[src/rtl/ring_cache_pkg.sv]
package ring_cache_pkg;

	// Core and cache geometry
	localparam THREADS_PER_CORE = 4;
	localparam L1D_WAYS = 4;
	localparam L1I_WAYS = 4;
	localparam L1D_SETS = 64;
	localparam L1I_SETS = 32;
	localparam LINE_OFFSET_W = 6;
	localparam CORE_ID_W = 2;
	localparam ADDR_W = 32;

	// Address field widths
	localparam L1D_SET_W = $clog2(L1D_SETS);
	localparam L1I_SET_W = $clog2(L1I_SETS);
	localparam L1D_TAG_W = ADDR_W - L1D_SET_W - LINE_OFFSET_W;
	localparam L1I_TAG_W = ADDR_W - L1I_SET_W - LINE_OFFSET_W;
	// Line address, offset stripped
	localparam LINE_ADDR_W = ADDR_W - LINE_OFFSET_W;

	typedef logic [$clog2(THREADS_PER_CORE)-1:0] thread_idx_t;
	typedef logic [CORE_ID_W-1:0] core_id_t;
	typedef logic [$clog2(L1D_WAYS)-1:0] l1d_way_idx_t;
	typedef logic [$clog2(L1I_WAYS)-1:0] l1i_way_idx_t;
	typedef logic [L1D_SET_W-1:0] l1d_set_idx_t;
	typedef logic [L1I_SET_W-1:0] l1i_set_idx_t;
	typedef logic [L1D_TAG_W-1:0] l1d_tag_t;
	typedef logic [L1I_TAG_W-1:0] l1i_tag_t;

	// Tree pseudo-LRU for four ways, bit 2 root, bit 1 left, bit 0 right
	typedef logic [2:0] plru_bits_t;
	typedef logic [1:0] plru_way_t;

	typedef struct packed {
		l1d_tag_t tag;
		l1d_set_idx_t set_idx;
		logic [LINE_OFFSET_W-1:0] offset;
	} l1d_addr_t;

	typedef struct packed {
		l1i_tag_t tag;
		l1i_set_idx_t set_idx;
		logic [LINE_OFFSET_W-1:0] offset;
	} l1i_addr_t;

	// One ring address word, split by whichever cache it targets
	typedef union packed {
		l1d_addr_t dcache;
		l1i_addr_t icache;
	} ring_addr_u;

	typedef enum logic {
		CT_DCACHE,
		CT_ICACHE
	} cache_type_t;

	typedef enum logic [1:0] {
		INVALID,
		SHARED,
		MODIFIED
	} line_state_t;

	// Stage 1 register toward the fill stage
	typedef struct packed {
		logic valid;
		cache_type_t cache_type;
		ring_addr_u addr;
		logic ack_match;
	} ring_packet_t;

	// Victim: left subtree on root 0, right subtree on root 1
	function automatic plru_way_t plru_victim(input plru_bits_t bits);
		return bits[2] ? {1'b1, bits[0]} : {1'b0, bits[1]};
	endfunction

	// Turn the tree away from the way just filled
	function automatic plru_bits_t plru_update(input plru_bits_t bits, input plru_way_t way);
		plru_bits_t next;
		next = bits;
		next[2] = ~way[1];
		if (way[1])
			next[0] = ~way[0];
		else
			next[1] = ~way[0];
		return next;
	endfunction

	// Lowest set bit wins
	function automatic plru_way_t way_from_oh(input logic [3:0] oh);
		plru_way_t idx;
		idx = '0;
		for (int i = 3; i >= 0; i--)
			if (oh[i])
				idx = plru_way_t'(i);
		return idx;
	endfunction

endpackage

[src/rtl/tag_port_if.sv]
`timescale 1ns/100ps

// Data cache tag port, snoop read plus one-hot fill write
interface l1d_tag_port_if
	import ring_cache_pkg::*;
	();

	// Snoop set comes straight from the ring input
	l1d_set_idx_t snoop_set;
	// Registered snoop results, one per way
	line_state_t [L1D_WAYS-1:0] snoop_state;
	l1d_tag_t [L1D_WAYS-1:0] snoop_tag;
	l1d_way_idx_t replace_way;

	// Fill write from stage 2
	logic [L1D_WAYS-1:0] update_en_oh;
	l1d_set_idx_t update_set;
	l1d_tag_t update_tag;
	line_state_t update_state;

	modport snoop(output snoop_set);

	modport store(input snoop_set, update_en_oh, update_set, update_tag, update_state,
		output snoop_state, snoop_tag, replace_way);

	modport update(input snoop_state, snoop_tag, replace_way,
		output update_en_oh, update_set, update_tag, update_state);

endinterface

// Instruction cache tag port, only the victim way comes back
interface l1i_tag_port_if
	import ring_cache_pkg::*;
	();

	l1i_set_idx_t snoop_set;
	l1i_way_idx_t replace_way;

	// Any write marks the way valid
	logic [L1I_WAYS-1:0] update_en_oh;
	l1i_set_idx_t update_set;
	l1i_tag_t update_tag;

	modport snoop(output snoop_set);

	modport store(input snoop_set, update_en_oh, update_set, update_tag,
		output replace_way);

	modport update(input replace_way,
		output update_en_oh, update_set, update_tag);

endinterface

[src/rtl/rc_fill_stage.sv]
`timescale 1ns/100ps

module rc_fill_stage
	import ring_cache_pkg::*;
	(input clk,
	input reset,

	// From stage 1
	input ring_packet_t rc1_packet,
	input thread_idx_t rc1_thread,
	input rc1_store,

	// Snoop results in, tag writes out
	l1d_tag_port_if.update dtag,
	l1i_tag_port_if.update itag,

	// Fill report
	output logic fill_valid,
	output cache_type_t fill_cache_type,
	output thread_idx_t fill_thread,
	output l1d_way_idx_t fill_way,
	output logic need_writeback,
	output logic [ADDR_W-1:0] evicted_addr,
	output logic orphan_ack);

	l1d_addr_t daddr;
	l1i_addr_t iaddr;
	logic [L1D_WAYS-1:0] hit_oh;
	logic dcache_hit;
	l1d_way_idx_t hit_way;
	l1d_way_idx_t way_sel;
	logic [L1D_WAYS-1:0] way_oh;
	logic do_fill;
	logic do_dfill;
	logic do_ifill;
	logic victim_dirty;
	logic writeback_next;

	assign daddr = rc1_packet.addr.dcache;
	assign iaddr = rc1_packet.addr.icache;

	// Only matched acknowledges fill
	assign do_fill = rc1_packet.valid && rc1_packet.ack_match;
	assign do_dfill = do_fill && rc1_packet.cache_type == CT_DCACHE;
	assign do_ifill = do_fill && rc1_packet.cache_type == CT_ICACHE;

	// Tag compare against every valid data way
	always_comb
	begin
		for (int w = 0; w < L1D_WAYS; w++)
			hit_oh[w] = dtag.snoop_tag[w] == daddr.tag && dtag.snoop_state[w] != INVALID;
	end

	assign dcache_hit = |hit_oh;
	assign hit_way = way_from_oh(hit_oh);

	// Data hit refills its own way, otherwise the tree victim
	always_comb
	begin
		if (rc1_packet.cache_type == CT_ICACHE)
			way_sel = itag.replace_way;
		else if (dcache_hit)
			way_sel = hit_way;
		else
			way_sel = dtag.replace_way;
	end

	assign way_oh = L1D_WAYS'(1) << way_sel;

	// Data tag write
	assign dtag.update_en_oh = way_oh & {L1D_WAYS{do_dfill}};
	assign dtag.update_set = daddr.set_idx;
	assign dtag.update_tag = daddr.tag;
	assign dtag.update_state = rc1_store ? MODIFIED : SHARED;

	// Instruction tag write
	assign itag.update_en_oh = way_oh & {L1I_WAYS{do_ifill}};
	assign itag.update_set = iaddr.set_idx;
	assign itag.update_tag = iaddr.tag;

	// Writeback only when a dirty victim is displaced
	assign victim_dirty = dtag.snoop_state[dtag.replace_way] == MODIFIED;
	assign writeback_next = do_dfill && !dcache_hit && victim_dirty;

	always_ff @(posedge clk, posedge reset)
	begin
		if (reset)
		begin
			fill_valid <= 1'b0;
			need_writeback <= 1'b0;
			orphan_ack <= 1'b0;
		end
		else
		begin
			fill_valid <= do_fill;
			need_writeback <= writeback_next;
			orphan_ack <= rc1_packet.valid && !rc1_packet.ack_match;
		end
	end

	// Report payload, qualified by fill_valid
	always_ff @(posedge clk)
	begin
		fill_cache_type <= rc1_packet.cache_type;
		fill_thread <= rc1_thread;
		fill_way <= way_sel;
		evicted_addr <= {dtag.snoop_tag[dtag.replace_way], daddr.set_idx,
			{LINE_OFFSET_W{1'b0}}};
	end

endmodule

[src/flat_wrapper.sv]
// flat-port wrapper written by rule: the top's interface ports become plain ports
module rc_fill_stage_flat import ring_cache_pkg::*;
  (clk, reset, rc1_packet, rc1_thread, rc1_store, fill_valid, fill_cache_type, fill_thread, fill_way, need_writeback, evicted_addr, orphan_ack, dtag_snoop_state, dtag_snoop_tag, dtag_replace_way, dtag_update_en_oh, dtag_update_set, dtag_update_tag, dtag_update_state, itag_replace_way, itag_update_en_oh, itag_update_set, itag_update_tag);
  l1d_tag_port_if dtag_i ();
  l1i_tag_port_if itag_i ();
  input clk;
  input reset;
  input ring_packet_t rc1_packet;
  input thread_idx_t rc1_thread;
  input rc1_store;
  output logic fill_valid;
  output cache_type_t fill_cache_type;
  output thread_idx_t fill_thread;
  output l1d_way_idx_t fill_way;
  output logic need_writeback;
  output logic [ADDR_W-1:0] evicted_addr;
  output logic orphan_ack;
  input wire logic [$bits(dtag_i.snoop_state)-1:0] dtag_snoop_state;
  input wire logic [$bits(dtag_i.snoop_tag)-1:0] dtag_snoop_tag;
  input wire logic [$bits(dtag_i.replace_way)-1:0] dtag_replace_way;
  output wire logic [$bits(dtag_i.update_en_oh)-1:0] dtag_update_en_oh;
  output wire logic [$bits(dtag_i.update_set)-1:0] dtag_update_set;
  output wire logic [$bits(dtag_i.update_tag)-1:0] dtag_update_tag;
  output wire logic [$bits(dtag_i.update_state)-1:0] dtag_update_state;
  input wire logic [$bits(itag_i.replace_way)-1:0] itag_replace_way;
  output wire logic [$bits(itag_i.update_en_oh)-1:0] itag_update_en_oh;
  output wire logic [$bits(itag_i.update_set)-1:0] itag_update_set;
  output wire logic [$bits(itag_i.update_tag)-1:0] itag_update_tag;
  assign dtag_i.snoop_state = dtag_snoop_state;
  assign dtag_i.snoop_tag = dtag_snoop_tag;
  assign dtag_i.replace_way = dtag_replace_way;
  assign dtag_update_en_oh = dtag_i.update_en_oh;
  assign dtag_update_set = dtag_i.update_set;
  assign dtag_update_tag = dtag_i.update_tag;
  assign dtag_update_state = dtag_i.update_state;
  assign itag_i.replace_way = itag_replace_way;
  assign itag_update_en_oh = itag_i.update_en_oh;
  assign itag_update_set = itag_i.update_set;
  assign itag_update_tag = itag_i.update_tag;
  rc_fill_stage u_core (.clk(clk), .reset(reset), .rc1_packet(rc1_packet), .rc1_thread(rc1_thread), .rc1_store(rc1_store), .dtag(dtag_i), .itag(itag_i), .fill_valid(fill_valid), .fill_cache_type(fill_cache_type), .fill_thread(fill_thread), .fill_way(fill_way), .need_writeback(need_writeback), .evicted_addr(evicted_addr), .orphan_ack(orphan_ack));
endmodule
[config.mk]
export PLATFORM = sky130hd
export DESIGN_NAME = rc_fill_stage_flat
export DESIGN_NICKNAME = d
export VERILOG_FILES = /design/src/rtl/ring_cache_pkg.sv /design/src/rtl/tag_port_if.sv /design/src/rtl/rc_fill_stage.sv /design/src/flat_wrapper.sv
export SDC_FILE = /design/constraint.sdc
export NUM_CORES = 1
export LEC_CHECK = 0
export ABC_AREA = 0
export BUFFER_PORTS_ARGS = -buffer_cell sky130_fd_sc_hd__clkbuf_2
export CAP_MARGIN = 10
export CORE_ASPECT_RATIO = 0.9
export CORE_MARGIN = 3
export CORE_UTILIZATION = 40
export CTS_BUF_LIST = sky130_fd_sc_hd__clkbuf_4 sky130_fd_sc_hd__clkbuf_8
export CTS_CLUSTER_SIZE = 14
export DETAILED_ROUTE_END_ITERATION = 10
export GPL_ROUTABILITY_DRIVEN = 1
export PLACE_DENSITY_LB_ADDON = 0.15
export SLEW_MARGIN = 40
export SYNTH_ARGS = -nofsm -noshare
export SYNTH_HDL_FRONTEND = slang
export SYNTH_SLANG_ARGS = --single-unit
[constraint.sdc]
create_clock -name clk -period 3.75 [get_ports clk]
set_input_delay 0.75 -clock clk [delete_from_list [all_inputs] [get_ports clk]]
set_output_delay 0.75 -clock clk [all_outputs]
set_load 0.03 [all_outputs]
Word-level counts from Yosys, hierarchy flattened
Cells that the tools add are included.
- register bits: 34
- input port bits: 132
- output and inout port bits: 102
- logic and storage cells: 45
- order comparisons: 1
- eq/ne operators: 5
- shifts and indexed selects: 1
- mux-type cells: 11
- bitwise operators: 3
- reductions and logical operators: 17
- operators with widths (operator ; count):
    $eq A20 B20 Y1 ; 4
    $bmux W20 S2 ; 1
    $mux W20 ; 1
    $mux W2 ; 8
    $logic_and A1 B1 Y1 ; 10
    $and A4 B4 Y4 ; 2
    $reduce_bool A2 Y1 ; 4
    $bmux W2 S2 ; 1
    $reduce_or A4 Y1 ; 1
    $shl A1 B2 Y4 const A ; 1
    $lt A2 B3 Y1 const B ; 1
    $eq A2 B2 Y1 const B ; 1
    $logic_not A1 Y1 ; 2
    $not A1 Y1 ; 1

Depth between registers and ports, before layout
- word-level depth: 10
- depth in mapped cells: 7
- gate-level depth less buffers: 6

Worst setup path before layout
OpenSTA, ideal clock, no wires.
- path type: input -> output
- from: in dtag_snoop_tag[35]
- to: out dtag_update_en_oh[1]
- arrival time: 2.443 ns
- data required time: 3.000 ns
- path slack: 0.557 ns
- cell stages on the path: 6
- path buffers: 0
- cell sequence: xor2_1 nand4bb_1 or4_4 o211ai_2 o311ai_4 nor3b_2
- word-level cells in the longest chain between the ends: 8
- elaborated cells between the ends (all ways): 9
- classes of those cells: 1 x eq/ne; 1 x shift; 4 x mux; 1 x bitwise; 2 x reduce/logical
- RTL lines (what ; line ; source):
    start, declared ; flat_wrapper.sv:19 ; input wire logic [$bits(dtag_i.snoop_tag)-1:0] dtag_snoop_tag;
    $eq A20 B20 Y1 (*) ; rc_fill_stage.sv:51 ; hit_oh[w] = dtag.snoop_tag[w] == daddr.tag && dtag.snoop_state[w] != INVALID;
    $logic_and A1 B1 Y1 (*) ; rc_fill_stage.sv:51 ;
    $mux W2 (2 in series) ; ring_cache_pkg.sv:93 ; if (oh[i])
    $mux W2 (*) ; rc_fill_stage.sv:62 ; else if (dcache_hit)
    $mux W2 (*) ; rc_fill_stage.sv:60 ; if (rc1_packet.cache_type == CT_ICACHE)
    $shl A1 B2 Y4 (*) ; rc_fill_stage.sv:68 ; assign way_oh = L1D_WAYS'(1) << way_sel;
    $and A4 B4 Y4 (*) ; rc_fill_stage.sv:71 ; assign dtag.update_en_oh = way_oh & {L1D_WAYS{do_dfill}};
    end, declared ; flat_wrapper.sv:21 ; output wire logic [$bits(dtag_i.update_en_oh)-1:0] dtag_update_en_oh;
Mark *: on every way between the ends. The rest lies on a longest branch, timed or not.

Worst setup path after layout
- from: in rc1_packet[26] (netlist name)
- to: out dtag_update_en_oh[2]
- word-level cells in the longest chain between the ends: 10
- elaborated cells between the ends (all ways): 17
- classes of those cells: 4 x eq/ne; 1 x shift; 6 x mux; 1 x bitwise; 5 x reduce/logical
- RTL lines (what ; line ; source):
    start, declared ; flat_wrapper.sv:8 ; input ring_packet_t rc1_packet;
    $eq A20 B20 Y1 ; rc_fill_stage.sv:51 ;
    $logic_and A1 B1 Y1 ; rc_fill_stage.sv:51 ;
    $mux W2 (4 in series) ; ring_cache_pkg.sv:93 ;
    $mux W2 (*) ; rc_fill_stage.sv:62 ;
    $mux W2 (*) ; rc_fill_stage.sv:60 ;
    $shl A1 B2 Y4 (*) ; rc_fill_stage.sv:68 ;
    $and A4 B4 Y4 (*) ; rc_fill_stage.sv:71 ;
Marked as above.

==> impl_results.rst <==
.. list-table::
   :header-rows: 1

   * - Metric
     - Value
   * - Result of the run
     - complete, no violations
   * - Clock-pin slew reported for the worst setup and hold paths after clock tree synthesis
     - 70 ps
   * - Chain of cells forming the critical path
     - clkbuf_2 > xor2_1 > nor4_1 > nand4_1 > nor4_4 > o311ai_2 > nor3b_2 > clkbuf_2
   * - Total of flip-flops plus latches after synthesis
     - 34
   * - Worst-path fanout max
     - 6
   * - Share of flip-flops with an asynchronous set or reset
     - 8.824%
   * - Library cell appearing most often on the critical path
     - clkbuf_2
   * - Total number of clock tree sinks
     - 34
   * - Nets@finish
     - 601
   * - Max-cap viol count
     - 0
   * - Layout fillers
     - about 730
   * - Pins over their slew limit
     - 0
   * - DIE HEIGHT
     - about 88 um
   * - GP Congestion
     - 0.8725
   * - Crit share post-route
     - 95.27%
   * - Count of unresolved DRC violations after routing
     - 0
   * - Number of failing hold endpoints at the final stage
     - 0
   * - WP data arrival
     - 2820 ps
   * - Total congestion overflow
     - 0
   * - Count of port buffers added during placement
     - 221
   * - Layout area overhead
     - 29.99%
   * - Vias after detailed routing
     - roughly 2800
   * - Post-synth cell types
     - 39
   * - Final wirelength
     - slightly below 10000 um
   * - Hold-fix buffer count after cts
     - 0
   * - DIE AREA
     - 8487 um2
   * - Cell area power density
     - between 300 and 400 nW/um2
   * - Effective utilization at floorplan
     - about two fifths
   * - Highest attainable clock frequency
     - 279.9 MHz
   * - Fraction of layout cells with a size suffix above 1
     - a little under three fifths
   * - RSZ-0062 raised after global routing
     - false
   * - Average footprint of a synthesized cell
     - around 10 um2
   * - Top FF cell, synth
     - dfxtp_1
   * - Number of antenna violations at the first check in global routing
     - 0
   * - Leakage power
     - 1.862 nW
   * - Yosys warns
     - 0
   * - Pin count of the biggest net entering global routing
     - 25
   * - TritonCTS clock tree
     - yes
   * - Cell with the biggest individual delay on the critical path
     - nor4_1
   * - Die X
     - 96.78 um
   * - Placeable Area
     - approximately 7100 um2
   * - Worst Setup Start Kind
     - input port
   * - Global-route wire length before repair
     - between 10000 and 15000 um
   * - Top delay family on crit path
     - simple AND/OR/NAND/NOR gates
   * - Clock tree buffer depth
     - 2
   * - Clk root buf
     - clkbuf_8
   * - Total number of H-tree levels
     - 2
   * - Drt wl/cell
     - 17.15 um
   * - Post-detailed-placement half-perimeter wirelength
     - 8493 um
   * - Worst Path Required
     - 3000 ps
   * - Path class of the lowest-slack min-delay path
     - in -> async
   * - Cts bufs inserted
     - 5
   * - Antenna diode instance count
     - 0
   * - Via count of the first global-routing pass
     - 2808
   * - Total Negative Setup Slacks
     - 0 ps
   * - Category of the worst setup path capture point
     - primary output
   * - Kind of critical path
     - in -> out
   * - Post-DRT Antenna Nets
     - 0
   * - Worst hold slack
     - 303.5 ps
   * - Setup-violating endpoint count in the final report
     - 0
   * - Final min period
     - between 3000 and 4000 ps
   * - Row cnt
     - 29
   * - Slew @ Worst Pin
     - 553.7 ps
   * - Via density per instance
     - 4.957
   * - Number of flops mapped to enable cells by yosys
     - 0
   * - Area of combinational cells with multiple inputs
     - 1809 um2
   * - Overall routing resource usage
     - 22.19%
   * - Critical Path Max Stage Delay
     - 520 ps
   * - Detailed router's first-iteration violation count
     - between 90 and 100
   * - Detailed-router iteration count before antenna repair
     - 4
   * - Relative slew slack
     - 62.74%
   * - Sequential fraction of the synthesis area
     - 23.45%
   * - Largest voltage drop on the vdd net
     - 0.1640 mV
   * - Crit path buf inv count
     - 2
   * - Number of instances in the synthesized netlist
     - about 300
   * - Number of primary I/O pins
     - 234
   * - Area of all sequential standard cells
     - 695.7 um2
   * - Mapped cell area
     - 2967 um2
sequential cells by signal (all words and copies together) (netlist names):
name and flops:
u_core.need_writeback 1, u_core.orphan_ack 1, u_core.fill_valid 1, u_core.fill_way 2, u_core.fill_cache_type 1, u_core.evicted_addr 26, u_core.fill_thread 2
worst max path at each step:
stage | from | to | depth (start not counted)
after detailed placement | rc1_packet[14] | dtag_update_en_oh[2] | 8
final | rc1_packet[26] | dtag_update_en_oh[2] | 8
after global routing | rc1_packet[26] | dtag_update_en_oh[2] | 8
after floorplan | dtag_snoop_tag[35] | dtag_update_en_oh[1] | 6
after global placement | rc1_packet[26] | dtag_update_en_oh[1] | 8
after CTS | rc1_packet[14] | dtag_update_en_oh[2] | 8
kinds of logic (layout without fill, tap and decap cells):
family          after synthesis  in the layout  synth area share, %
simple gates                 84             84                17.80
xor+xnor                     78             78                23.28
buf+inv                      70            236                16.41
flops                        34             34                23.45
mux                          20             20                15.18
compound gates               12             12                3.754
other cells                   1              6               0.1264
synth_stat cells (2+ instances only):
| master | number | area share (%) |
|---|---|---|
| buf_4 | 59 | 15 |
| xor2_1 | 40 | 12 |
| xnor2_1 | 37 | 11 |
| dfxtp_1 | 31 | 21 |
| mux4_2 | 20 | 15 |
| nor4_1 | 15 | 3.2 |
| nand4_1 | 13 | 2.7 |
| nor2_1 | 13 | 1.6 |
| nand2_1 | 7 | 0.89 |
| nor3_1 | 7 | 1.2 |
| nor2b_1 | 6 | 1.3 |
| inv_1 | 5 | 0.63 |
| clkbuf_1 | 3 | 0.38 |
| dfrtp_1 | 3 | 2.5 |
| nand2b_1 | 3 | 0.63 |
| nand3_1 | 3 | 0.51 |
| nor4b_1 | 3 | 0.89 |
| o21ai_0 | 3 | 0.51 |
| a21oi_1 | 2 | 0.34 |
| and4_1 | 2 | 0.59 |
| buf_2 | 2 | 0.34 |
| nand3b_1 | 2 | 0.51 |
| nor3b_2 | 2 | 0.84 |
| o2111ai_1 | 2 | 0.59 |
| or4_4 | 2 | 0.76 |
routing by layer:
metal / track usage (%) / share of wire (%) / vias up
met5: 0 / 0 / -
met4: 3.827 / 0.59 / 0
met3: 4.140 / 7.1 / 4
met2: 39.91 / 50 / 141
met1: 28.45 / 42 / 1296
li1: - / - / 1350
report_power, final:
group | switching, mW | internal, mW
clock network | 0.133 | 0.155
logic | 0.323 | 0.186
registers | 0.00803 | 0.393
total | 0.464 | 0.734
layout by cell type (no fill, tap or decap), types with 2 or more instances in the layout:
master	count
clkbuf_2	221
xor2_1	40
xnor2_1	37
dfxtp_1	31
mux4_2	20
nor4_1	15
nor2_1	13
nand4_1	13
nor3_1	7
nand2_1	7
nor2b_1	6
conb_1	6
clkbuf_8	6
inv_1	5
nand2b_1	3
o21ai_0	3
nand3_1	3
dfrtp_1	3
or4_4	2
nor4b_1	2
o2111ai_1	2
a21oi_1	2
and4_1	2
nor3b_2	2
nand3b_1	2
buf_4	2
area by class of cell:
| cell class | instances | share of cell area, % |
|---|---|---|
| multi-input cells | 200 | 46.92 |
| inverters | 5 | 0.4867 |
| flip-flops and latches | 34 | 18.04 |
| repair buffers | 223 | 29.07 |
| clock inverters | 1 | 0.1298 |
| well taps | 93 | 3.018 |
| clock buffers | 7 | 2.336 |
metrics by stage:
stage / power, mW / cell area [um2] / cells / setup slack (ps) / utilization [%]
finish: 1.198 / 3856 / 563 / 177.3 / 54.22
global route: 1.271 / 3856 / 563 / 73.26 / 54.22
CTS: 1.215 / 3850 / 563 / 201.8 / 54.13
detailed placement: 0.9181 / 3755 / 555 / 218.3 / 52.80
global placement: 0.9155 / 3755 / 555 / 261.7 / 52.80
floorplan: 0.7529 / 2985 / 304 / 557.0 / -
what timing repair did:
| action | CTS | global route |
|---|---|---|
| setup buffers | 0 | 0 |
| resized for setup | 0 | 1 |
| setup endpoints to repair | 0 | 1 |
Note: power is estimated with default switching activity, not from simulation.
