===== src/rtl/ring_cache_pkg.sv =====
package ring_cache_pkg;

	// Core and cache geometry
	localparam THREADS_PER_CORE = 4;
	localparam L1D_WAYS = 4;
	localparam L1I_WAYS = 4;
	localparam L1D_SETS = 64;
	localparam L1I_SETS = 32;
	localparam LINE_OFFSET_W = 6;
	localparam CORE_ID_W = 2;
	localparam ADDR_W = 32;

	// Address field widths
	localparam L1D_SET_W = $clog2(L1D_SETS);
	localparam L1I_SET_W = $clog2(L1I_SETS);
	localparam L1D_TAG_W = ADDR_W - L1D_SET_W - LINE_OFFSET_W;
	localparam L1I_TAG_W = ADDR_W - L1I_SET_W - LINE_OFFSET_W;
	// Line address, offset stripped
	localparam LINE_ADDR_W = ADDR_W - LINE_OFFSET_W;

	typedef logic [$clog2(THREADS_PER_CORE)-1:0] thread_idx_t;
	typedef logic [CORE_ID_W-1:0] core_id_t;
	typedef logic [$clog2(L1D_WAYS)-1:0] l1d_way_idx_t;
	typedef logic [$clog2(L1I_WAYS)-1:0] l1i_way_idx_t;
	typedef logic [L1D_SET_W-1:0] l1d_set_idx_t;
	typedef logic [L1I_SET_W-1:0] l1i_set_idx_t;
	typedef logic [L1D_TAG_W-1:0] l1d_tag_t;
	typedef logic [L1I_TAG_W-1:0] l1i_tag_t;

	// Tree pseudo-LRU for four ways, bit 2 root, bit 1 left, bit 0 right
	typedef logic [2:0] plru_bits_t;
	typedef logic [1:0] plru_way_t;

	typedef struct packed {
		l1d_tag_t tag;
		l1d_set_idx_t set_idx;
		logic [LINE_OFFSET_W-1:0] offset;
	} l1d_addr_t;

	typedef struct packed {
		l1i_tag_t tag;
		l1i_set_idx_t set_idx;
		logic [LINE_OFFSET_W-1:0] offset;
	} l1i_addr_t;

	// One ring address word, split by whichever cache it targets
	typedef union packed {
		l1d_addr_t dcache;
		l1i_addr_t icache;
	} ring_addr_u;

	typedef enum logic {
		CT_DCACHE,
		CT_ICACHE
	} cache_type_t;

	typedef enum logic [1:0] {
		INVALID,
		SHARED,
		MODIFIED
	} line_state_t;

	// Stage 1 register toward the fill stage
	typedef struct packed {
		logic valid;
		cache_type_t cache_type;
		ring_addr_u addr;
		logic ack_match;
	} ring_packet_t;

	// Victim: left subtree on root 0, right subtree on root 1
	function automatic plru_way_t plru_victim(input plru_bits_t bits);
		return bits[2] ? {1'b1, bits[0]} : {1'b0, bits[1]};
	endfunction

	// Turn the tree away from the way just filled
	function automatic plru_bits_t plru_update(input plru_bits_t bits, input plru_way_t way);
		plru_bits_t next;
		next = bits;
		next[2] = ~way[1];
		if (way[1])
			next[0] = ~way[0];
		else
			next[1] = ~way[0];
		return next;
	endfunction

	// Lowest set bit wins
	function automatic plru_way_t way_from_oh(input logic [3:0] oh);
		plru_way_t idx;
		idx = '0;
		for (int i = 3; i >= 0; i--)
			if (oh[i])
				idx = plru_way_t'(i);
		return idx;
	endfunction

endpackage


===== src/rtl/tag_port_if.sv =====


// Instruction cache tag port, only the victim way comes back
interface l1i_tag_port_if
	import ring_cache_pkg::*;
	();

	l1i_set_idx_t snoop_set;
	l1i_way_idx_t replace_way;

	// Any write marks the way valid
	logic [L1I_WAYS-1:0] update_en_oh;
	l1i_set_idx_t update_set;
	l1i_tag_t update_tag;

	modport snoop(output snoop_set);

	modport store(input snoop_set, update_en_oh, update_set, update_tag,
		output replace_way);

	modport update(input replace_way,
		output update_en_oh, update_set, update_tag);

endinterface


===== src/rtl/l1i_tag_store.sv =====
`timescale 1ns/100ps

module l1i_tag_store
	import ring_cache_pkg::*;
	(input clk,
	input reset,
	l1i_tag_port_if.store port);

	l1i_tag_t tags [L1I_SETS][L1I_WAYS];
	logic [L1I_WAYS-1:0] valid_bits [L1I_SETS];
	plru_bits_t lru_bits [L1I_SETS];

	logic update_any;
	logic same_set;
	plru_way_t update_way;
	plru_bits_t lru_next;
	plru_bits_t lru_snoop;

	assign update_any = |port.update_en_oh;
	assign same_set = update_any && port.update_set == port.snoop_set;
	assign update_way = way_from_oh(port.update_en_oh);
	assign lru_next = plru_update(lru_bits[port.update_set], update_way);
	// Back-to-back fills of one set must see the new tree
	assign lru_snoop = same_set ? lru_next : lru_bits[port.snoop_set];

	always_ff @(posedge clk, posedge reset)
	begin
		if (reset)
		begin
			tags <= '{default: '0};
			valid_bits <= '{default: '0};
			lru_bits <= '{default: '0};
			port.replace_way <= '0;
		end
		else
		begin
			for (int w = 0; w < L1I_WAYS; w++)
			begin
				if (port.update_en_oh[w])
				begin
					tags[port.update_set][w] <= port.update_tag;
					valid_bits[port.update_set][w] <= 1'b1;
				end
			end
			if (update_any)
				lru_bits[port.update_set] <= lru_next;
			// Only the victim is needed, fills never hit here
			port.replace_way <= plru_victim(lru_snoop);
		end
	end

endmodule


===== src/flat_wrapper.sv =====
// flat-port wrapper written by rule: the top's interface ports become plain ports
module l1i_tag_store_flat import ring_cache_pkg::*;
  (clk, reset, port_snoop_set, port_update_en_oh, port_update_set, port_update_tag, port_replace_way);
  l1i_tag_port_if port_i ();
  input clk;
  input reset;
  input wire logic [$bits(port_i.snoop_set)-1:0] port_snoop_set;
  input wire logic [$bits(port_i.update_en_oh)-1:0] port_update_en_oh;
  input wire logic [$bits(port_i.update_set)-1:0] port_update_set;
  input wire logic [$bits(port_i.update_tag)-1:0] port_update_tag;
  output wire logic [$bits(port_i.replace_way)-1:0] port_replace_way;
  assign port_i.snoop_set = port_snoop_set;
  assign port_i.update_en_oh = port_update_en_oh;
  assign port_i.update_set = port_update_set;
  assign port_i.update_tag = port_update_tag;
  assign port_replace_way = port_i.replace_way;
  l1i_tag_store u_core (.clk(clk), .reset(reset), .port(port_i));
endmodule

===== config.mk =====
export PLATFORM = sky130hd
export DESIGN_NAME = l1i_tag_store_flat
export DESIGN_NICKNAME = d
export VERILOG_FILES = /design/src/rtl/ring_cache_pkg.sv /design/src/rtl/tag_port_if.sv /design/src/rtl/l1i_tag_store.sv /design/src/flat_wrapper.sv
export SDC_FILE = /design/constraint.sdc
export NUM_CORES = 1
export LEC_CHECK = 0
export BUFFER_PORTS_ARGS = -buffer_cell sky130_fd_sc_hd__buf_4
export CORE_MARGIN = 4
export CORE_UTILIZATION = 50
export DETAILED_ROUTE_END_ITERATION = 16
export GPL_ROUTABILITY_DRIVEN = 1
export PLACE_DENSITY = 0.68
export SYNTH_ARGS = -nofsm -noshare
export SYNTH_HDL_FRONTEND = slang
export SYNTH_SLANG_ARGS = --single-unit

===== constraint.sdc =====
create_clock -name clk -period 3.6 [get_ports clk]
set_input_delay 0.72 -clock clk [delete_from_list [all_inputs] [get_ports clk]]
set_output_delay 0.72 -clock clk [all_outputs]
set_load 0.005 [all_outputs]

=== Yosys cells after proc, flatten, opt, wreduce, memory -nomap -nowiden ===
Index checks and enable logic that the tools add are counted.

* Register bits after elaboration: 98
* Bits of input ports: 37

* Order comparisons: 3
* Eq/ne operators: 1
* Muxes and demuxes: 17
* Bitwise gates (word level): 4
* Reductions and logical operators: 3

{| class="wikitable"
|+ Operators by type and width
! operator !! count
|-
| bitwise mux 96 bit || 1
|-
| binary-select mux 3 bit (select 5 bit) || 2
|-
| demux 3 bit (select 5 bit) || 1
|-
| 2-to-1 mux 2 bit || 7
|-
| greater-or-equal comparator 6 bit, second input constant || 2
|-
| 2-to-1 mux 3 bit || 4
|-
| inverter 5 -> 6 bit || 2
|-
| less-than comparator 6 x 1 -> 1 bit, second input constant || 1
|-
| == test 5 bit || 1
|-
| OR reduction 4 bit || 1
|-
| logical AND 1 bit || 2
|-
| 2-to-1 mux 1 bit || 2
|-
| inverter 1 bit || 2
|}

=== Longest topological paths before layout ===
Gate-level depths: netlist of the first run.

* Depth in word-level cells: 8
* Depth in mapped cells: 8

=== Worst setup path before layout of the first run ===
Ideal clock, no wire load.

* Path kind: input to register
* From: input port port_update_set[1]
* To: register u_core.lru_bits[88] (netlist bit)
* Setup time: 125 ps
* Data arrival time: 2,433 ps
* Setup slack: 1,042 ps
* Stages: 7
* Path through: buf_1 -> mux4_2 -> a22oi_1 -> nand4_1 -> a211o_1 -> buf_6 -> mux2_2

* Cells in the longest elaborated chain, start to end: 6
* Elaborated cells between the ends (all ways): 11
* Classes of those cells: 2 x order compare; 7 x mux; 1 x bitwise; 1 x reduce/logical

{| class="wikitable"
|+ Ends and longest elaborated chain
! item !! line !! source
|-
| from (decl) || flat_wrapper.sv:9 || <nowiki>input wire logic [$bits(port_i.update_set)-1:0] port_update_set;</nowiki>
|-
| inverter 5 -> 6 bit (implied by the code) (*) || l1i_tag_store.sv:22, l1i_tag_store.sv:46 ||
|-
| greater-or-equal comparator 6 bit, or another cell as far along || - ||
|-
| logical AND 1 bit or 2-to-1 mux 2 bit (tied branches) || - ||
|-
| 2-to-1 mux 3 bit (implied by the code) or 2-to-1 mux 2 bit (tied branches) || l1i_tag_store.sv:46, l1i_tag_store.sv:22 ||
|-
| demux 3 bit (select 5 bit) or 2-to-1 mux 1 bit (tied branches) || l1i_tag_store.sv:46, ring_cache_pkg.sv:81 ||
|-
| bitwise mux 96 bit (*) || l1i_tag_store.sv:46 || <nowiki>lru_bits[port.update_set] <= lru_next;</nowiki>
|-
| to (signal, indexed assignment) || l1i_tag_store.sv:46 ||
|-
| to (decl) || l1i_tag_store.sv:11 || <nowiki>plru_bits_t lru_bits [L1I_SETS];</nowiki>
|}

Mark *: on every way between the ends. The rest lies on a longest branch, timed or not. The select of a mux whose other input is x is not followed.
A chain may end at the register's enable or synchronous reset.

=== Final worst setup path of the first run ===
* From: input port port_update_set[0]
* To: register u_core.lru_bits[22] (netlist bit)

The elaborated chain is that of the path after synthesis.

==> run summary, run 1 <==
STATUS
---------------------------------------------------------------------------------
Status ............................................................. finished clean

LAYOUT
---------------------------------------------------------------------------------
Area occupied by registers ......................................... 0.002452 mm^2
Antenna cells ......................................................            0
Highest-count cells in the layout ignoring fill and taps ........... 98 x dfrtp_1, 81 x nor2_1, 49 x a21oi_1
Number of filler instances in the final layout .....................          842
Most common cell after layout, fill and taps aside .................      dfrtp_1
Fraction of layout instances using a drive strength above 1 ........       0.2582
Area growth syn-to-layout ..........................................       8.995%
Post-layout instance count excluding filler cells ..................          590
Multi-input logic area ............................................. 0.002479 mm^2
Final-stage net count ..............................................          489

LOGIC SYNTHESIS
---------------------------------------------------------------------------------
#FFs+latches synth .................................................           98
Yosys Warn Count ...................................................            0
Cell area after technology mapping ................................. 0.005077 mm^2
Per-instance average area after synthesis ..........................   11.44 um^2
Share of the yosys chip area belonging to registers ................       0.4830
Post-synth cell types ..............................................           34
Cells after Synth ..................................................          444
Mapped Nets ........................................................          481

WORST SETUP PATH
---------------------------------------------------------------------------------
Element type at the critical path end ..............................     register
Required arrival time at the worst endpoint ........................      3860 ps
Data arrival time of the critical path .............................      3000 ps
Worst Setup Start Kind ............................................. primary input
Crit Path Max Fanout ...............................................           32
CP Class ...........................................................       in2reg

TIMING
---------------------------------------------------------------------------------
Clock skew after layout ............................................     13.19 ps
Number of hold-slack violations in the final timing report .........            0
Final setup TNS ....................................................         0 ps
Ratio of final minimum period to clock period ......................       0.7602
Slew at the pin with the worst max-slew slack ......................     873.7 ps
Max-slew violations ................................................            0
Slack of the critical path .........................................     863.4 ps
Shortest clock period the worst path allows after layout ...........      2737 ps
RSZ-0062 raised after global routing ...............................           no
Final setup violation count ........................................            0
Normalized max-slew margin .........................................       0.4176
Final-layout worst hold slack ......................................     479.4 ps
Highest Clock Rate .................................................    365.4 MHz

CLOCK NETWORK
---------------------------------------------------------------------------------
Clock root cell ....................................................     clkbuf_8
Clock tree from TritonCTS ..........................................          yes
Clock sink count ...................................................           98
Number of post-CTS setup repair buffers ............................            0
Number of instances resized during post-cts repair .................            0
Source-to-sink clock delay at the later pin of the worst-skew pair .       370 ps
Count of hold-fix buffers inserted at cts ..........................            0
H-Tree Level Count .................................................            3
Clock slew at reported path FFs ....................................        90 ps
Number of buffers on the longest clock path ........................            2
Clock buffers created by TritonCTS .................................            9

PLACED DESIGN
---------------------------------------------------------------------------------
Instance count after placement with tap cells included .............          574
Port Buffer Count ..................................................           17
HPWL reported at the end of detailed placement .....................     8.073 mm
GP Congestion ......................................................       0.8298
Pre-CTS setup slack ................................................     487.5 ps

GRT
---------------------------------------------------------------------------------
Largest net degree at the start of global routing ..................           71
Wire length of the first global-routing pass .......................     19.44 mm
Number of global-route vias before repair ..........................        3,584
Number of antenna violations at the first check in global routing ..            0
Overall overflow remaining after global route ......................            0
GR Util All Layers .................................................       0.2208

ROUTING
---------------------------------------------------------------------------------
Length of routed met2 wiring .......................................     5.555 mm
Routed metal-1 wire length .........................................     5.238 mm
Drt total wl .......................................................     11.89 mm
Final routed wire length divided by cell count .....................     20.15 um
Routed via count divided by cell count .............................        6.085
Highest routed metal layer .........................................         met4
Total met3 wirelength after detailed routing .......................       936 um
Routed vias ........................................................        3,590
Residual antenna-violating net count after detailed routing ........            0
Violation count after the first detailed-routing iteration .........          322
First-pass detailed-route iteration total ..........................            5
DRC Markers ........................................................            0

POWER
---------------------------------------------------------------------------------
Worst VDD drop .....................................................    0.3454 mV
Share of power burned in combinational logic .......................        0.246
Power per standard cell area ....................................... 591.8 mW/mm^2
Clock share of power ...............................................        0.267
Net switching fraction of the power ................................       0.2908
Leakage ............................................................     2.240 nW
Internal Dissipation ...............................................   0.002323 W
Net switching power ................................................  0.0009525 W
Fraction of power consumed by sequential logic .....................        0.487

JOB
---------------------------------------------------------------------------------
Max cap viols ......................................................            0

FLOORPLAN
---------------------------------------------------------------------------------
Cell row count .....................................................           36
Die outline height .................................................     108.8 um
Initial Util .......................................................       0.5171
Core region area ................................................... 0.009819 mm^2
Width of the die ...................................................     108.8 um
Top-level port count ...............................................           39
Die area ........................................................... 0.01183 mm^2

HOLD PATH
---------------------------------------------------------------------------------
Hold WC Path Type ..................................................      reg2reg

[per-layer routing]
layer / global-route usage / vias up
met4: 0.05861 / 0
met5: 0 / -
met2: 0.3332 / 132
met1: 0.3222 / 1810
met3: 0.05506 / 13
li1: - / 1635
[power by group through the flow]
stage	Sequential (W)	Clock [W]	Combinational, W
global route	0.00163	0.000932	0.000894
floorplan	0.00154	0	0.000644
global placement	0.00160	0	0.000780
finish	0.00159	0.000875	0.000806
detailed placement	0.00161	0	0.000805
CTS	0.00159	0.000885	0.000808
[stage by stage]
| stage | utilization | total power (W) | instance area, um^2 |
|---|---|---|---|
| floorplan | - | 0.002185 | 5077 |
| global placement | 0.5381 | 0.002376 | 5284 |
| detailed placement | 0.5381 | 0.002417 | 5284 |
| CTS | 0.5636 | 0.003284 | 5534 |
| global route | 0.5636 | 0.003457 | 5534 |
| finish | 0.5636 | 0.003275 | 5534 |
[kinds of logic (layout without fill, tap and decap cells)]
logic type,after synthesis,count (layout),share of synthesized area
XOR/XNOR,5,5,0.008627
multiplexers,78,78,0.2605
flip-flops,98,98,0.4830
AND/OR/NAND/NOR,152,152,0.1277
AO/OA/AOI/OAI,83,83,0.09143
buffers and inverters,28,41,0.02883
[final timing paths]
check                                           startpoint                                   end  slack [ps]  cells after the start
min in group asynchronous                            reset       u_core.lru_bits[29]$_DFFE_PP0P_         530                      2
setup reg to reg           u_core.lru_bits[52]$_DFFE_PP0P_       u_core.lru_bits[22]$_DFFE_PP0P_        1240                      6
hold / removal              u_core.lru_bits[2]$_DFFE_PP0P_        u_core.lru_bits[2]$_DFFE_PP0P_         480                      2
setup / recovery                        port_update_set[0]       u_core.lru_bits[22]$_DFFE_PP0P_         860                      7
hold reg to reg             u_core.lru_bits[2]$_DFFE_PP0P_        u_core.lru_bits[2]$_DFFE_PP0P_         480                      2
max in group asynchronous                            reset  u_core.port.replace_way[0]$_DFF_PP0_        2300                      3
[synth_stat cells]
library cell   n  area (um^2)
and2_1         2        12.51
nand3_1       14        70.07
a211o_1        1        8.760
or3_1          2        12.51
buf_2          9        45.04
a22oi_1       14        105.1
o21ai_1        2        10.01
o21ai_0       14        70.07
nor4_1         2        12.51
a21oi_2        1        8.760
nor2b_1        4        25.02
nand2_1       36        135.1
xnor2_1        2        17.52
or2_2          2        12.51
mux4_2        40        900.9
clkbuf_1      13        48.80
nor3_1         2        10.01
a21oi_1       49        245.2
nor2_1        81        304.0
mux2i_1        5        50.05
mux2_2        33        371.6
o21a_1         1        7.510
nand4_1        1        6.260
nand3b_1       1        7.510
and3_1         1        6.260
nor3b_1        1        7.510
and3b_1        2        17.52
a41oi_1        1        8.760
buf_1          1        3.750
or3b_2         1        8.760
xor2_1         3        26.28
inv_1          1        3.750
buf_6          4        45.04
dfrtp_1       98         2452
[critical path, stage by stage]
cell and delay (ps):
buf_4 340, mux4_2 590, a22oi_1 220, nand4_1 210, a211o_1 340, buf_4 240
mux2_2 310
[sequential cells by signal, summed over array words and instances, names as in the netlist]
| register | cells |
|---|---|
| u_core.lru_bits | 96 |
| u_core.port.replace_way | 2 |
[final cells by class]
type,instances,share of cell area
clock buffers,10,0.02487
clock inverters,6,0.02035
inverters,1,0.001130
multi-input cells,318,0.4479
flip-flops and latches,98,0.4431
well taps,133,0.03007
repair buffers,24,0.03256
Power figures use the tool's default switching activity.
==> run 2: changes to the inputs <==
PLACE_DENSITY = 0.71   (was 0.68)
clock period = 2.4 ns   (was 3.6 ns; I/O delays follow)
==> run 2 against run 1 <==
Effect of this change: critical path depth decreased by 1; design area increased by 5.4%; non-clock buffer count increased by 39; clock skew increased by 0.76 ps; clock-buffer cell count increased by 2; flip-flop and latch count unchanged; die area unchanged; wire length increased by 6.7%; highest routed layer unchanged; utilization increased by 3.0 points; sequential power increased by 52%; sequential share of layout area decreased by 2.3 points.
==> run summary, run 2 (synthesis results as in run 1) <==
STATUS
---------------------------------------------------------------------------------
Status ............................................................. finished clean

GRT
---------------------------------------------------------------------------------
Number of antenna violations at the first check in global routing ..            0   unchanged
Overall overflow remaining after global route ......................            0   unchanged
Largest net degree at the start of global routing ..................           33   -54%
GR Util All Layers .................................................       0.2369   +0.01612
Wire length of the first global-routing pass .......................     21.02 mm   +8.1%
Number of global-route vias before repair ..........................        3,956   +10%

PLACED DESIGN
---------------------------------------------------------------------------------
GP Congestion ......................................................       0.8577   +3.4%
Pre-CTS setup slack ................................................    -280.9 ps   -768.3 ps
Instance count after placement with tap cells included .............          613   +6.8%
Port Buffer Count ..................................................           17   unchanged
HPWL reported at the end of detailed placement .....................     9.297 mm   +15%

ROUTING
---------------------------------------------------------------------------------
Drt total wl .......................................................     12.69 mm   +6.7%
Final routed wire length divided by cell count .....................     20.17 um   +0.11%
Violation count after the first detailed-routing iteration .........          302   -6.2%
Routed vias ........................................................        3,879   +8.1%
Routed via count divided by cell count .............................        6.167   +1.4%
Residual antenna-violating net count after detailed routing ........            0   unchanged
First-pass detailed-route iteration total ..........................            5   unchanged
DRC Markers ........................................................            0   unchanged

LAYOUT
---------------------------------------------------------------------------------
Highest-count cells in the layout ignoring fill and taps ........... 98 x dfrtp_1, 81 x nor2_1, 57 x buf_4
Max FFs per register ...............................................           96   unchanged
Post-layout util ...................................................       0.5940   +0.03045
Number of filler instances in the final layout .....................          835   -0.83%
Biggest registers after layout ..................................... u_core.lru_bits: 96 flops, u_core.port.replace_way: 2 flops
Area growth syn-to-layout ..........................................       14.88%
Fraction of layout instances using a drive strength above 1 ........       0.3145   +0.05631
Register with the highest flop count ............................... u_core.lru_bits
Most common cell after layout, fill and taps aside .................      dfrtp_1
Final-stage net count ..............................................          528   +8.0%
Antenna cells ......................................................            0   unchanged
Post-layout instance count excluding filler cells ..................          629   +6.6%

CLOCK NETWORK
---------------------------------------------------------------------------------
H-Tree Level Count .................................................            3   unchanged
Clock slew at reported path FFs ....................................       100 ps   about the same
Count of hold-fix buffers inserted at cts ..........................            0   unchanged
Clock buffers created by TritonCTS .................................            9   unchanged
Clock root cell ....................................................     clkbuf_8
Source-to-sink clock delay at the later pin of the worst-skew pair .       380 ps   about the same
Clock tree from TritonCTS ..........................................          yes
Clock sink count ...................................................           98   unchanged
Number of buffers on the longest clock path ........................            2   unchanged

TIMING
---------------------------------------------------------------------------------
Final setup violation count ........................................            0   unchanged
Number of hold-slack violations in the final timing report .........            0   unchanged
RSZ-0062 raised after global routing ...............................           no
Slew at the pin with the worst max-slew slack ......................     640.3 ps   -233.4 ps
Highest Clock Rate .................................................    439.7 MHz
Ratio of final minimum period to clock period ......................       0.9475
Clock skew after layout ............................................     13.95 ps   +0.7595 ps
Max-slew violations ................................................            0   unchanged
Normalized max-slew margin .........................................       0.5723   +0.1547
Shortest clock period the worst path allows after layout ...........      2274 ps
Slack of the critical path .........................................     125.9 ps   -737.4 ps

FLOORPLAN
---------------------------------------------------------------------------------
Die area ........................................................... 0.01183 mm^2   unchanged
Width of the die ...................................................     108.8 um   unchanged
Initial Util .......................................................       0.5171   unchanged
Die outline height .................................................     108.8 um   unchanged
Cell row count .....................................................           36   unchanged
Core region area ................................................... 0.009819 mm^2   unchanged
Top-level port count ...............................................           39   unchanged

POWER
---------------------------------------------------------------------------------
Leakage ............................................................     2.415 nW   +7.8%
Worst VDD drop .....................................................    0.4452 mV   +29%
Power per standard cell area ....................................... 815.1 mW/mm^2   +38%

WORST SETUP PATH
---------------------------------------------------------------------------------
Crit Path Max Fanout ...............................................           32   unchanged
Cells along the critical path ...................................... mux4_2, a22oi_1, nand4_1, a211o_1, buf_12, mux2_2
CP Class ...........................................................      reg2reg
Number of buffer and inverter instances along the worst setup path .            1   -1
Element type at the critical path end ..............................     register
Worst Setup Start Kind .............................................     register
Top Family by Delay on Critical Path ............................... multiplexers
Cell type of the slowest stage on the worst timing path ............       mux4_2
Required arrival time at the worst endpoint ........................      2660 ps   -1200 ps
Largest stage delay, worst path ....................................       480 ps   -110 ps
Data arrival time of the critical path .............................      2530 ps   -470 ps

JOB
---------------------------------------------------------------------------------
Max cap viols ......................................................            0   unchanged

HOLD PATH
---------------------------------------------------------------------------------
Hold WC Path Type ..................................................     in2async

-- run 2: metal layers --
layer / track usage / wire length (um) / vias up
met5: 0 / 0 / -
met4: 0.08837 / 328 / 0
met3: 0.04263 / 970 / 30
met2: 0.3747 / 6152 / 172
met1: 0.3301 / 5238 / 1955
li1: - / - / 1722
-- run 2: stage by stage --
stage	total power (W)	hold slack, ps	area, um^2	setup TNS [ps]
after floorplan	0.003278	444.8	5081	0
after global placement	0.003633	459.9	5640	-14430
after detailed placement	0.003733	474.8	5640	-15790
after CTS	0.004759	198.9	5829	0
after global routing	0.005014	226.5	5833	0
final	0.004755	175.5	5833	0
-- run 2: worst reg2reg max path, cell delays in order, from the launching register on --
cell and delay [ps]:
dfrtp_1 400, mux4_2 480, a22oi_1 250, nand4_1 200, a211o_1 370, buf_12 180, mux2_2 280
-- run 2: power by group --
part,switching (W),internal [W]
registers,0.000320,0.00209
clock network,0.000600,0.000444
logic,0.000570,0.000729
-- run 2: path summary, 6_finish.rpt --
kind,startpoint,endpoint,slack (ps),depth (start not counted)
min reg2reg,u_core.lru_bits[86]$_DFFE_PP0P_,u_core.lru_bits[86]$_DFFE_PP0P_,500,2
min in group clk,port_snoop_set[4],u_core.port.replace_way[1]$_DFF_PP0_,460,3
max reg2reg,u_core.lru_bits[49]$_DFFE_PP0P_,u_core.lru_bits[46]$_DFFE_PP0P_,130,6
min,reset,u_core.lru_bits[11]$_DFFE_PP0P_,180,2
max in group asynchronous,reset,u_core.lru_bits[50]$_DFFE_PP0P_,1570,3
max,u_core.lru_bits[49]$_DFFE_PP0P_,u_core.lru_bits[46]$_DFFE_PP0P_,130,6
-- run 2: final cells by class --
cell class                      instances  area, um^2  area share
Clock inverter                          4       33.78    0.005792
Timing Repair Buffer                   63       539.3     0.09245
Tap cell                              133       166.4     0.02853
Sequential cell                        98        2452      0.4204
Inverter                                1       7.507    0.001287
Multi-Input combinational cell        318        2479      0.4249
Clock buffer                           12       155.1     0.02660
-- run 2: timing repair --
| action | in CTS | in global routing |
|---|---|---|
| buffers inserted | 0 | 0 |
| resized for setup | 0 | 1 |
| setup endpoints to repair | 0 | 1 |
